--- config.mk ---
export PLATFORM = sky130hd
export DESIGN_NAME = qsfp_ctrl_top
export DESIGN_NICKNAME = d
export VERILOG_FILES = /design/src/source/qsfp_cfg_pkg.sv /design/src/source/qsfp_csr_pkg.sv /design/src/source/qsfp_csr_decoder.sv /design/src/source/qsfp_csr_regs.sv /design/src/source/qsfp_ctrl_top.sv /design/src/source/qsfp_poller.sv /design/src/source/qsfp_shadow_ram.sv
export SDC_FILE = /design/constraint.sdc
export NUM_CORES = 1
export LEC_CHECK = 0
export BUFFER_PORTS_ARGS = -buffer_cell sky130_fd_sc_hd__clkbuf_2
export CELL_PAD_IN_SITES_DETAIL_PLACEMENT = 0
export CELL_PAD_IN_SITES_GLOBAL_PLACEMENT = 1
export CORE_MARGIN = 2
export CORE_UTILIZATION = 52
export DETAILED_ROUTE_END_ITERATION = 10
export PLACE_DENSITY_LB_ADDON = 0.1
export SYNTH_ARGS = -nofsm -noshare
export SYNTH_HDL_FRONTEND = slang
export SYNTH_HIERARCHICAL = 1
export SYNTH_SLANG_ARGS = --single-unit
--- constraint.sdc ---
create_clock -name clk -period 4.1 [get_ports clk]
set_input_delay 0.205 -clock clk [delete_from_list [all_inputs] [get_ports clk]]
set_output_delay 0.205 -clock clk [all_outputs]
set_load 0.01 [all_outputs]
--- src/source/qsfp_cfg_pkg.sv ---
// QSFP controller configuration package
// Widths, shadow geometry, module device address and poller states

`default_nettype none

package qsfp_cfg_pkg;

   // Host CSR port
   typedef logic [11:0] csr_addr_t;
   typedef logic [63:0] csr_data_t;

   // Module memory and shadow indexing
   typedef logic [7:0]  mod_byte_t;
   typedef logic [5:0]  byte_addr_t;
   typedef logic [2:0]  word_addr_t;

   // Read command to the I2C master, device address in the high byte
   typedef logic [15:0] i2c_cmd_t;

   localparam int SHADOW_BYTES = 64;
   localparam int SHADOW_WORDS = 8;

   // Lower page read address of the module
   localparam mod_byte_t QSFP_DEV_ADDR = 8'hA1;

   typedef enum logic [1:0] {
      IDLE,
      SEND_CMD,
      WAIT_BYTE,
      STORE
   } poll_state_t;

endpackage

`default_nettype wire

--- src/source/qsfp_csr_pkg.sv ---
// QSFP controller register map
// Byte offsets, config and status bit positions, identifier word

`default_nettype none

package qsfp_csr_pkg;

   import qsfp_cfg_pkg::*;

   // --------------------------------------------------
   // Register offsets
   // --------------------------------------------------
   localparam csr_addr_t REG_ID      = 12'h000;
   localparam csr_addr_t REG_STATUS  = 12'h008;
   localparam csr_addr_t REG_CONFIG  = 12'h010;

   // Shadow copy of module bytes 0..63, 0x100 to 0x13F
   localparam csr_addr_t SHADOW_BASE = 12'h100;

   // Read-only identifier word
   localparam csr_data_t QSFP_FEATURE_ID = 64'h5153_4650_4354_0001;

   // --------------------------------------------------
   // Config register bits
   // --------------------------------------------------
   localparam int CFG_SOFTRST_MOD  = 0;
   localparam int CFG_SOFTRST_CTRL = 1;
   localparam int CFG_MODESEL      = 2;
   localparam int CFG_LPMODE       = 3;
   localparam int CFG_POLL_EN      = 4;

   localparam csr_data_t CFG_RESET_VALUE = 64'h0;

   // --------------------------------------------------
   // Status register bits
   // --------------------------------------------------
   localparam int STS_MODPRSL   = 0;
   localparam int STS_INT_QSFP  = 1;
   localparam int STS_PAUSED    = 2;
   localparam int STS_CURR_ADDR = 8;

endpackage

`default_nettype wire

--- src/source/qsfp_csr_decoder.sv ---
// Host CSR decoder
// Takes one request at a time, routes it to the registers or the
// shadow RAM, and holds the response until the host takes it

`timescale 1ns/1ps
`default_nettype none

module qsfp_csr_decoder
   import qsfp_cfg_pkg::*;
   import qsfp_csr_pkg::*;
(
   input  logic       clk,
   input  logic       rst_i,

   // Host request and response
   input  logic       csr_req_valid_i,
   output logic       csr_req_ready_o,
   input  logic       csr_write_i,
   input  csr_addr_t  csr_addr_i,
   input  csr_data_t  csr_wdata_i,
   output logic       csr_rsp_valid_o,
   input  logic       csr_rsp_ready_i,
   output csr_data_t  csr_rdata_o,

   // Register block
   output logic       reg_wr_en_o,
   output logic [1:0] reg_sel_o,
   output csr_data_t  reg_wr_data_o,
   input  csr_data_t  reg_rd_data_i,

   // Shadow RAM
   output logic       shadow_rd_en_o,
   output word_addr_t shadow_word_o,
   input  csr_data_t  shadow_rd_data_i
);

   logic      is_reg;
   logic      is_cfg;
   logic      is_shadow;
   logic      req_take;
   logic      rsp_valid_q;
   logic      shadow_wait_q;
   csr_data_t rdata_q;

   // --------------------------------------------------
   // Address decode, word granular
   // --------------------------------------------------
   assign is_cfg    = (csr_addr_i[11:3] == REG_CONFIG[11:3]);
   assign is_reg    = (csr_addr_i[11:3] == REG_ID[11:3]) ||
                      (csr_addr_i[11:3] == REG_STATUS[11:3]) || is_cfg;
   assign is_shadow = (csr_addr_i[11:6] == SHADOW_BASE[11:6]);

   // Busy from acceptance until the response is taken
   assign csr_req_ready_o = !(rsp_valid_q || shadow_wait_q);
   assign req_take        = csr_req_valid_i && csr_req_ready_o;

   assign reg_sel_o      = csr_addr_i[4:3];
   assign reg_wr_data_o  = csr_wdata_i;
   assign reg_wr_en_o    = req_take && csr_write_i && is_cfg;

   assign shadow_rd_en_o = req_take && !csr_write_i && is_shadow;
   assign shadow_word_o  = csr_addr_i[5:3];

   // --------------------------------------------------
   // Response tracking
   // --------------------------------------------------
   always_ff @(posedge clk) begin
      if (rst_i) begin
         rsp_valid_q   <= 1'b0;
         shadow_wait_q <= 1'b0;
      end else if (shadow_rd_en_o) begin
         shadow_wait_q <= 1'b1;
      end else if (req_take) begin
         rsp_valid_q <= 1'b1;
      end else if (shadow_wait_q) begin
         // RAM data is out now
         shadow_wait_q <= 1'b0;
         rsp_valid_q   <= 1'b1;
      end else if (rsp_valid_q && csr_rsp_ready_i) begin
         rsp_valid_q <= 1'b0;
      end
   end

   // Writes and unmapped reads answer zero
   always_ff @(posedge clk) begin
      if (req_take)
         rdata_q <= (!csr_write_i && is_reg) ? reg_rd_data_i : '0;
      else if (shadow_wait_q)
         rdata_q <= shadow_rd_data_i;
   end

   assign csr_rsp_valid_o = rsp_valid_q;
   assign csr_rdata_o     = rdata_q;

   a_rsp_hold: assert property (@(posedge clk) disable iff (rst_i)
      csr_rsp_valid_o && !csr_rsp_ready_i |=>
         csr_rsp_valid_o && $stable(csr_rdata_o));

endmodule

`default_nettype wire

--- src/source/qsfp_csr_regs.sv ---
// Common control and status registers
// Config register drives the module pins, status reflects live inputs

`timescale 1ns/1ps
`default_nettype none

module qsfp_csr_regs
   import qsfp_cfg_pkg::*;
   import qsfp_csr_pkg::*;
(
   input  logic       clk,
   input  logic       rst_i,

   // Access from the decoder
   input  logic       wr_en_i,
   input  logic [1:0] rd_sel_i,
   input  csr_data_t  wr_data_i,
   output csr_data_t  rd_data_o,

   // Live status
   input  logic       modprsl_i,
   input  logic       int_qsfp_i,
   input  logic       paused_i,
   input  byte_addr_t curr_addr_i,

   // Controls
   output logic       modesel_o,
   output logic       lpmode_o,
   output logic       softreset_qsfpm_o,
   output logic       softreset_ctrl_o,
   output logic       poll_en_o
);

   csr_data_t cfg_q;
   csr_data_t status;

   // --------------------------------------------------
   // Config register
   // --------------------------------------------------
   always_ff @(posedge clk) begin
      if (rst_i)
         cfg_q <= CFG_RESET_VALUE;
      else if (wr_en_i)
         cfg_q <= wr_data_i;
   end

   assign softreset_qsfpm_o = cfg_q[CFG_SOFTRST_MOD];
   assign softreset_ctrl_o  = cfg_q[CFG_SOFTRST_CTRL];
   assign modesel_o         = cfg_q[CFG_MODESEL];
   assign lpmode_o          = cfg_q[CFG_LPMODE];
   assign poll_en_o         = cfg_q[CFG_POLL_EN];

   // --------------------------------------------------
   // Status word and read mux
   // --------------------------------------------------
   always_comb begin
      status = '0;
      status[STS_MODPRSL]  = modprsl_i;
      status[STS_INT_QSFP] = int_qsfp_i;
      status[STS_PAUSED]   = paused_i;
      status[STS_CURR_ADDR +: $bits(byte_addr_t)] = curr_addr_i;
   end

   // Word select is address bits 4:3
   always_comb begin
      case (rd_sel_i)
         REG_ID[4:3]:     rd_data_o = QSFP_FEATURE_ID;
         REG_STATUS[4:3]: rd_data_o = status;
         REG_CONFIG[4:3]: rd_data_o = cfg_q;
         default:         rd_data_o = '0;
      endcase
   end

endmodule

`default_nettype wire

--- src/source/qsfp_ctrl_top.sv ---
// QSFP management controller top level
// Poller fills the shadow RAM, the decoder serves host CSR accesses

`timescale 1ns/1ps
`default_nettype none

module qsfp_ctrl_top
   import qsfp_cfg_pkg::*;
(
   input  logic      clk,
   input  logic      rst_i,

   // Host CSR port
   input  logic      csr_req_valid_i,
   output logic      csr_req_ready_o,
   input  logic      csr_write_i,
   input  csr_addr_t csr_addr_i,
   input  csr_data_t csr_wdata_i,
   output logic      csr_rsp_valid_o,
   input  logic      csr_rsp_ready_i,
   output csr_data_t csr_rdata_o,

   // I2C master
   output logic      cmd_valid_o,
   output i2c_cmd_t  cmd_data_o,
   input  logic      cmd_ready_i,
   input  logic      rx_valid_i,
   input  mod_byte_t rx_data_i,
   output logic      rx_ready_o,

   // Module pins
   input  logic      modprsl_i,
   input  logic      int_qsfp_i,
   output logic      modesel_o,
   output logic      lpmode_o,
   output logic      softreset_qsfpm_o
);

   logic       ctrl_rst;
   logic       softreset_ctrl;
   logic       poll_en;
   logic       paused;
   byte_addr_t curr_addr;

   logic       sh_wr_en;
   byte_addr_t sh_wr_addr;
   mod_byte_t  sh_wr_data;
   logic       sh_rd_en;
   word_addr_t sh_rd_word;
   csr_data_t  sh_rd_data;

   logic       reg_wr_en;
   logic [1:0] reg_sel;
   csr_data_t  reg_wr_data;
   csr_data_t  reg_rd_data;

   // Controller soft reset only restarts the poller
   assign ctrl_rst = rst_i || softreset_ctrl;

   // --------------------------------------------------
   // Producer
   // --------------------------------------------------
   qsfp_poller u_poller (
      .clk         (clk),
      .rst_i       (ctrl_rst),
      .poll_en_i   (poll_en),
      .cmd_valid_o (cmd_valid_o),
      .cmd_data_o  (cmd_data_o),
      .cmd_ready_i (cmd_ready_i),
      .rx_valid_i  (rx_valid_i),
      .rx_data_i   (rx_data_i),
      .rx_ready_o  (rx_ready_o),
      .wr_en_o     (sh_wr_en),
      .wr_addr_o   (sh_wr_addr),
      .wr_data_o   (sh_wr_data),
      .paused_o    (paused),
      .curr_addr_o (curr_addr)
   );

   qsfp_shadow_ram u_shadow_ram (
      .clk       (clk),
      .wr_en_i   (sh_wr_en),
      .wr_addr_i (sh_wr_addr),
      .wr_data_i (sh_wr_data),
      .rd_en_i   (sh_rd_en),
      .rd_word_i (sh_rd_word),
      .rd_data_o (sh_rd_data)
   );

   // --------------------------------------------------
   // Consumer side
   // --------------------------------------------------
   qsfp_csr_decoder u_decoder (
      .clk              (clk),
      .rst_i            (rst_i),
      .csr_req_valid_i  (csr_req_valid_i),
      .csr_req_ready_o  (csr_req_ready_o),
      .csr_write_i      (csr_write_i),
      .csr_addr_i       (csr_addr_i),
      .csr_wdata_i      (csr_wdata_i),
      .csr_rsp_valid_o  (csr_rsp_valid_o),
      .csr_rsp_ready_i  (csr_rsp_ready_i),
      .csr_rdata_o      (csr_rdata_o),
      .reg_wr_en_o      (reg_wr_en),
      .reg_sel_o        (reg_sel),
      .reg_wr_data_o    (reg_wr_data),
      .reg_rd_data_i    (reg_rd_data),
      .shadow_rd_en_o   (sh_rd_en),
      .shadow_word_o    (sh_rd_word),
      .shadow_rd_data_i (sh_rd_data)
   );

   qsfp_csr_regs u_regs (
      .clk               (clk),
      .rst_i             (rst_i),
      .wr_en_i           (reg_wr_en),
      .rd_sel_i          (reg_sel),
      .wr_data_i         (reg_wr_data),
      .rd_data_o         (reg_rd_data),
      .modprsl_i         (modprsl_i),
      .int_qsfp_i        (int_qsfp_i),
      .paused_i          (paused),
      .curr_addr_i       (curr_addr),
      .modesel_o         (modesel_o),
      .lpmode_o          (lpmode_o),
      .softreset_qsfpm_o (softreset_qsfpm_o),
      .softreset_ctrl_o  (softreset_ctrl),
      .poll_en_o         (poll_en)
   );

endmodule

`default_nettype wire

--- src/source/qsfp_poller.sv ---
// Module poller
// Issues one-byte reads over the I2C command port and forwards each
// returned byte to the shadow RAM, sweeping bytes 0..63 continuously

`timescale 1ns/1ps
`default_nettype none

module qsfp_poller
   import qsfp_cfg_pkg::*;
(
   input  logic       clk,
   input  logic       rst_i,
   input  logic       poll_en_i,

   // I2C master command and byte ports
   output logic       cmd_valid_o,
   output i2c_cmd_t   cmd_data_o,
   input  logic       cmd_ready_i,
   input  logic       rx_valid_i,
   input  mod_byte_t  rx_data_i,
   output logic       rx_ready_o,

   // Shadow write
   output logic       wr_en_o,
   output byte_addr_t wr_addr_o,
   output mod_byte_t  wr_data_o,

   // Status
   output logic       paused_o,
   output byte_addr_t curr_addr_o
);

   poll_state_t state;
   poll_state_t next_state;
   byte_addr_t  curr_addr;
   mod_byte_t   rx_byte;

   // --------------------------------------------------
   // State machine
   // --------------------------------------------------
   always_comb begin
      next_state = state;
      case (state)
         IDLE:      if (poll_en_i) next_state = SEND_CMD;
         // Command stays up until taken, even if polling is switched off
         SEND_CMD:  if (cmd_ready_i) next_state = WAIT_BYTE;
         WAIT_BYTE: if (rx_valid_i) next_state = STORE;
         STORE:     next_state = poll_en_i ? SEND_CMD : IDLE;
         default:   next_state = IDLE;
      endcase
   end

   always_ff @(posedge clk) begin
      if (rst_i) begin
         state     <= IDLE;
         curr_addr <= '0;
      end else begin
         state <= next_state;
         // Advance once the byte is written, wrap after the last one
         if (state == STORE) begin
            if (curr_addr == byte_addr_t'(SHADOW_BYTES - 1))
               curr_addr <= '0;
            else
               curr_addr <= curr_addr + 1'b1;
         end
      end
   end

   // Returned byte held for the shadow write
   always_ff @(posedge clk) begin
      if (state == WAIT_BYTE && rx_valid_i)
         rx_byte <= rx_data_i;
   end

   // --------------------------------------------------
   // Outputs
   // --------------------------------------------------
   assign cmd_valid_o = (state == SEND_CMD);
   assign cmd_data_o  = {QSFP_DEV_ADDR, 2'b00, curr_addr};
   assign rx_ready_o  = (state == WAIT_BYTE);

   assign wr_en_o     = (state == STORE);
   assign wr_addr_o   = curr_addr;
   assign wr_data_o   = rx_byte;

   assign paused_o    = (state == IDLE);
   assign curr_addr_o = curr_addr;

   // Command held steady while the master stalls
   a_cmd_stable: assert property (@(posedge clk) disable iff (rst_i)
      cmd_valid_o && !cmd_ready_i |=> cmd_valid_o && $stable(cmd_data_o));

   // Accepted byte goes to the shadow in the next cycle
   a_byte_to_shadow: assert property (@(posedge clk) disable iff (rst_i)
      rx_valid_i && rx_ready_o |=> wr_en_o && wr_data_o == $past(rx_data_i));

endmodule

`default_nettype wire

--- src/source/qsfp_shadow_ram.sv ---
// Shadow RAM for the module's lower page
// Byte-lane writes from the poller, registered 64-bit word reads

`timescale 1ns/1ps
`default_nettype none

module qsfp_shadow_ram
   import qsfp_cfg_pkg::*;
(
   input  logic       clk,

   // Byte write port
   input  logic       wr_en_i,
   input  byte_addr_t wr_addr_i,
   input  mod_byte_t  wr_data_i,

   // Word read port
   input  logic       rd_en_i,
   input  word_addr_t rd_word_i,
   output csr_data_t  rd_data_o
);

   csr_data_t  mem [SHADOW_WORDS];

   word_addr_t wr_word;
   logic [2:0] wr_lane;

   // --------------------------------------------------
   // Address split
   // --------------------------------------------------
   // Module byte 8w+k lands in lane k of word w
   assign wr_word = wr_addr_i[5:3];
   assign wr_lane = wr_addr_i[2:0];

   // --------------------------------------------------
   // Write side
   // --------------------------------------------------
   always_ff @(posedge clk) begin
      if (wr_en_i)
         mem[wr_word][wr_lane*8 +: 8] <= wr_data_i;
   end

   // --------------------------------------------------
   // Read side
   // --------------------------------------------------
   // One cycle latency, output held between reads
   always_ff @(posedge clk) begin
      if (rd_en_i)
         rd_data_o <= mem[rd_word_i];
   end

endmodule

`default_nettype wire

# Yosys cells after proc, flatten, opt, wreduce, memory -nomap -nowiden
# Memory sizes are Yosys's and may differ from the RTL's. A register that Yosys moved wholly into a read port is not among the register bits.
# Cells that the tools add are included.
[op_classes]
n_reduce_logical = 21
eq_ne = 13
shifts = 2
n_bitwise = 1
n_mux = 17
add_sub_neg = 2
[ops]
columns = ["operator", "count"]
rows = [
  ["$mux W64", 4],
  ["$pmux W64 S3", 1],
  ["$shift A8 B34 Y64 const A", 1],
  ["$shiftx A8 B34 Y64", 1],
  ["$neg A6 Y34", 1],
  ["$eq A9 B1 Y1 const B", 1],
  ["$eq A9 B2 Y1 const B", 1],
  ["$logic_not A9 Y1", 1],
  ["$logic_and A1 B1 Y1", 8],
  ["$pmux W2 S4", 1],
  ["$mux W1", 7],
  ["$add A6 B1 Y6 const B", 1],
  ["$eq A2 B2 Y1 const B", 3],
  ["$eq A6 B3 Y1 const B", 1],
  ["$eq A6 B6 Y1 const B", 1],
  ["$mux W2", 3],
  ["$mux W6", 1],
  ["$ne A2 B2 Y1 const B", 3],
  ["$eq A2 B1 Y1 const B", 2],
  ["$logic_not A2 Y1", 2],
  ["$logic_or A1 B1 Y1", 4],
  ["$reduce_and A3 Y1", 1],
  ["$reduce_bool A3 Y1", 1],
  ["$logic_not A1 Y1", 2],
  ["4 further kinds", 4],
]
[totals]
mem_bits_rw = 512
out_inout_bits = 87
in_bits = 93
mem_count = 1
wordCells = 64
regBits = 146
[memory_table]
columns = ["memory", "depth", "width", "read_ports", "rd_ports_with_merged_regs", "write_ports", "line", "text"]
rows = [
  ["u_shadow_ram.mem", 8, 64, 1, 1, 1, "qsfp_shadow_ram.sv:23", "csr_data_t mem [SHADOW_WORDS];"],
]

# Logic depth before layout (Yosys ltp)
[depth]
ltp_word = 7
ltp_mapped = 9

# By module
# The synthesis kept the hierarchy.
[by_module_without_submodules]
columns = ["module", "seq_area_each_um2", "area_each_um2", "n_inst", "cells_each"]
rows = [
  ["qsfp_shadow_ram", 17296.6, 22091.2, 1, 990],
  ["qsfp_csr_decoder", 1961.9, 3880.0, 1, 376],
  ["qsfp_csr_regs", 1281.2, 2824.0, 1, 302],
  ["qsfp_poller", 400.4, 887.1, 1, 87],
  ["qsfp_ctrl_top", 0.0, 6.3, 1, 1],
]

# Worst setup path after synthesis
# Ideal clock, no wire load.
[synth_path]
path_kind = "flip-flop to flip-flop"
startpoint = "register u_poller.curr_addr[0] (netlist: u_poller/curr_addr_o[0])"
endpoint = "memory u_shadow_ram/mem[3][10] (netlist bit) (enable)"
path_stages_with_launch = 10
t_arrival_ns = 2.576
n_path_buf = 3
synth_period_minus_slack_ns = 2.947
setup_time_ns = 0.370
setup_slack_ns = 1.153
cell_sequence = "dfxtp_1 -> buf_4 -> clkbuf_1 -> inv_1 -> ha_1 -> ha_1 -> buf_2 -> nor2b_1 -> nand4_1 -> nor2_1"
[synth_between]
elab_chain_cells = 3
[synth_lines]
columns = ["element", "line", "text"]
rows = [
  ["from (decl)", "qsfp_poller.sv:35", "byte_addr_t curr_addr;"],
  ["from (signal assigned)", "qsfp_poller.sv:64", "curr_addr <= curr_addr + 1'b1;"],
  ["$neg A6 Y34", "qsfp_shadow_ram.sv:40", "mem[wr_word][wr_lane*8 +: 8] <= wr_data_i;"],
  ["$shift A8 B34 Y64", "qsfp_shadow_ram.sv:40", ""],
  ["$mux W64 (implied by the code)", "qsfp_shadow_ram.sv:40", ""],
  ["to (decl)", "qsfp_shadow_ram.sv:23", ""],
]
# No other way between the ends.

# Worst setup path after layout
[layout_path]
startpoint = "register u_poller.curr_addr[0] (netlist: u_poller/curr_addr_o[0])"
endpoint = "memory u_shadow_ram/mem[7][32] (netlist bit) (data pin)"
[layout_between]
elab_chain_cells = 2
[layout_lines]
columns = ["element", "line"]
rows = [
  ["$neg A6 Y34", "qsfp_shadow_ram.sv:40"],
  ["$shiftx A8 B34 Y64", "qsfp_shadow_ram.sv:40"],
]
# No other way between the ends.

==> results.yml <==
outcome:
  outcome: "finished, final reports clean"
synthesis:
  synth-seq-cells: 722
  synth.mux.area_fraction_pct: 14.3
  avgSynthCellArea_um2: 16.9
  synthCells: 1756
  synthFlopType: "edfxtp_1"
  synth_edf_count: 648
  syn_area_mm2: 0.0297
  synth_simple_gate_area_share_pct: 8.19
  synth_compound_area_share_pct: 1.85
  ys_seq_area_share_pct: 70.5
  synthXorXnorAreaFrac_pct: 0.0885
  synth.distinct_cells: 50
  synth_top_family_by_area: "multiplexers"
  synth_fa_ha_area_share_pct: 0.295
  yosysWarnings: 6
  ys_async_sr_fraction_pct: 0
floorplan:
  die-area_mm2: 0.0590
  die_w_um: 243
  coreArea_mm2: 0.0564
  start_util_pct: 52.7
  die_y_um: 243
  io_pins: 180
  row_count: 87
placement:
  hpwlAfterDp_um: 41000
  gp_congestion: 0.800
  dpl_worst_slack_ps: 1100
  place_inst: 2566
  port_buffers: 166
global_routing:
  busiest_layer: "met2"
  grt_pass1_wl_um: 101000
  grt_max_degree: 69
  grt_usage_pct: 23.3
  grt_pass1_vias: 15700
  gr-total-overflow: 0
  grtUsageMet2_pct: 35.0
  met1_usage_pct: 34.9
  antenna_found_initial: 2
  met3_usage_pct: 5.04
worst_setup_path:
  worstSetupPathType: "reg -> reg"
  cp.buffers_inverters: 2
  path_depth: 7
  r2r_end: "u_shadow_ram/mem[7][32]$_DFFE_PP_"
  startpoint_type: "flip-flop"
  cp_top_family: "simple AND/OR/NAND/NOR gates"
  crit_start: "u_poller/curr_addr_o[0]$_SDFFE_PP0N_"
  r2r_slack_ps: 1020
  max_stage_delay_ps: 930
  rr_startpoint: "u_poller/curr_addr_o[0]$_SDFFE_PP0N_"
  worstPathCellList: "buf_4, inv_1, ha_1, ha_1, nor2b_1, nand2_1, nor4b_1"
  ff2ff_path_depth: 7
  worstSetupEndpointType: "flip-flop"
  setup.worst_path.end: "u_shadow_ram/mem[7][32]$_DFFE_PP_"
  crit_required_ps: 4340
  cp_max_fo: 22
  crit_top_cell: "ha_1"
  cp.arrival_ps: 3320
  crit_slowest_cell: "nor4b_1"
route:
  drtAntennaViolNets: 0
  vias: 15600
  wl_per_cell_um: 24.4
  wl_um: 67800
  drcViolationCount: 0
  vias_per_cell: 5.62
  drtIter0Drc: 1433
  dr.pass1.iters: 5
timing:
  period_minus_slack_ps: 3080
  rsz0062_at_grt: "no"
  fin_skew_ps: 18.6
  setup_violations: 0
  final-hold-violation-count: 0
  tightest_slew_ps: 1130
  setup_tns_ps: 0
  setup_slack_ps: 1020
  maxSlewViolCount: 0
  maxSlewHeadroom_pct: 23.5
  clock.fmax_mhz: 325
  min_period_over_period_pct: 75.1
hold_path:
  hp-class: "in -> reg"
  holdCritStartpoint: "cmd_ready_i"
cts:
  cts_tree: "done"
  clock_sink_count: 722
  cts_resized: 0
  cts_max_path_buffers: 3
  cts_max_level: 3
  insertion_delay_ps: 610
  clkTransAtPathRegs_ps: 60
  cts-root-buf: "clkbuf_16"
  numCtsBuffers: 76
pwr:
  p_clk_share_pct: 43.5
  pwr-share-seq_pct: 52.3
  p_int_mw: 12.2
  switching_share_pct: 20.2
  netSwitchingPower_mw: 3.09
  leakage_nw: 11.0
  power_density_mw_per_mm2: 450
  finalPower_mw: 15.3
  irDropWorstVdd_mv: 0.289
  combPwrFrac_pct: 4.2
cells_and_area:
  area_growth_pct: 14.6
  fillers: 4254
  finalNonFillerCells: 2780
  fin_util_pct: 60.3
  multi_input_area_mm2: 0.00741
  register_area_mm2: 0.0209
  fin_nets: 2063
  drive_gt1_share_pct: 27.2
  final_common_cell: "edfxtp_1"
  final_cell_mix: "648 x edfxtp_1, 163 x clkbuf_2, 147 x nor2_1"
flow_run:
  max-cap-violations: 0
## per-stage QoR
step	area [um2]	hold WS (ps)
finish	34000	44.1
global route	34000	44.6
CTS	34000	6.19
detailed placement	30800	384
global placement	30800	385
floorplan	29700	277
## routing by layer
metal	share of wire, %	wire length, um	vias to the layer above
li1	-	-	7042
met1	45	30800	7935
met2	45	30900	567
met3	7.5	5070	83
met4	1.7	1160	0
met5	0	0	-
## synthesized netlist by cell type (3+ instances only)
master	instances	share of area, %
nor2_1	147	1.9
clkbuf_1	44	0.56
ha_1	7	0.29
o21ai_1	18	0.30
nand2_1	78	0.99
nand4b_1	64	1.9
buf_1	16	0.20
buf_6	24	0.91
nor4_1	4	0.084
mux2_2	64	2.4
or3b_2	3	0.089
buf_4	99	2.5
and3_1	4	0.084
inv_1	26	0.33
dfxtp_1	74	5.0
and2_1	92	1.9
mux2i_1	65	2.2
nand2b_1	8	0.17
nor2b_1	10	0.21
buf_2	9	0.15
xor2_1	3	0.089
mux4_2	128	9.7
a22o_1	8	0.24
edfxtp_1	648	66
nor3_1	3	0.051
nand4_1	6	0.13
nand3_1	7	0.12
a21oi_1	21	0.35
or3_1	3	0.063
o21ai_0	47	0.79
nand3b_1	3	0.076
## power by group through the flow
stage | sequential, mW | clock, mW | combinational, mW
after global routing | 8.01 | 7.10 | 0.698
after CTS | 8.01 | 6.80 | 0.652
final | 8.01 | 6.65 | 0.647
after floorplan | 8.18 | 0 | 0.415
after detailed placement | 8.16 | 0 | 0.591
after global placement | 8.16 | 0 | 0.588
## final cells by class
class / count / share of cell area, %
multi-input cells: 822 / 21.8
flip-flops and latches: 722 / 61.5
clock buffers: 109 / 6.29
diodes: 1 / 0.00735
clock inverters: 29 / 0.853
well taps: 756 / 2.78
inverters: 26 / 0.287
repair buffers: 315 / 6.47
## cells by family (layout without fill, tap and decap cells)
family | after synthesis | in the layout
adders and majority gates | 7 | 7
xor gates and xnor gates | 3 | 3
AOI/OAI and AO/OA | 100 | 100
muxes | 257 | 257
other | 2 | 11
buffers and inverters | 220 | 479
and+or+nand+nor | 445 | 445
DFF | 722 | 722
## worst register-to-register path, cell delays in order (launching register included)
cell     delay [ps]
dfxtp_1         300
buf_4           240
inv_1           100
ha_1            210
ha_1            460
nor2b_1         350
nand2_1         120
nor4b_1         930
## worst min path at each step
stage                     depth (start not counted)                                    to  slack [ps]
final                                             4        u_poller/state[1]$_SDFFE_PP0P_          40
after global routing                              4        u_poller/state[0]$_SDFFE_PP0P_          40
after CTS                                         4        u_poller/state[1]$_SDFFE_PP0P_           6
after detailed placement                          1       u_poller/wr_data_o[0]$_DFFE_PP_         380
after global placement                            1       u_poller/wr_data_o[6]$_DFFE_PP_         380
after floorplan                                   1  u_decoder/shadow_wait_q$_SDFFE_PP0P_         280
## timing repair
action                    in CTS  in global routing
hold buffers                  75                  0
hold endpoints to repair      74                  0
setup buffers                  0                  0
## flip-flops by register name, summed over array words and instances, names as in the netlist
| register | flops |
|---|---|
| u_decoder/csr_rdata_o | 64 |
| u_decoder/shadow_wait_q | 1 |
| u_shadow_ram/rd_data_o | 64 |
| u_shadow_ram/mem | 512 |
| u_poller/curr_addr_o | 6 |
| u_poller/wr_data_o | 8 |
| u_regs/cfg_q | 64 |
| u_poller/state | 2 |
| u_decoder/csr_rsp_valid_o | 1 |
(Power assumes the default switching activity.)
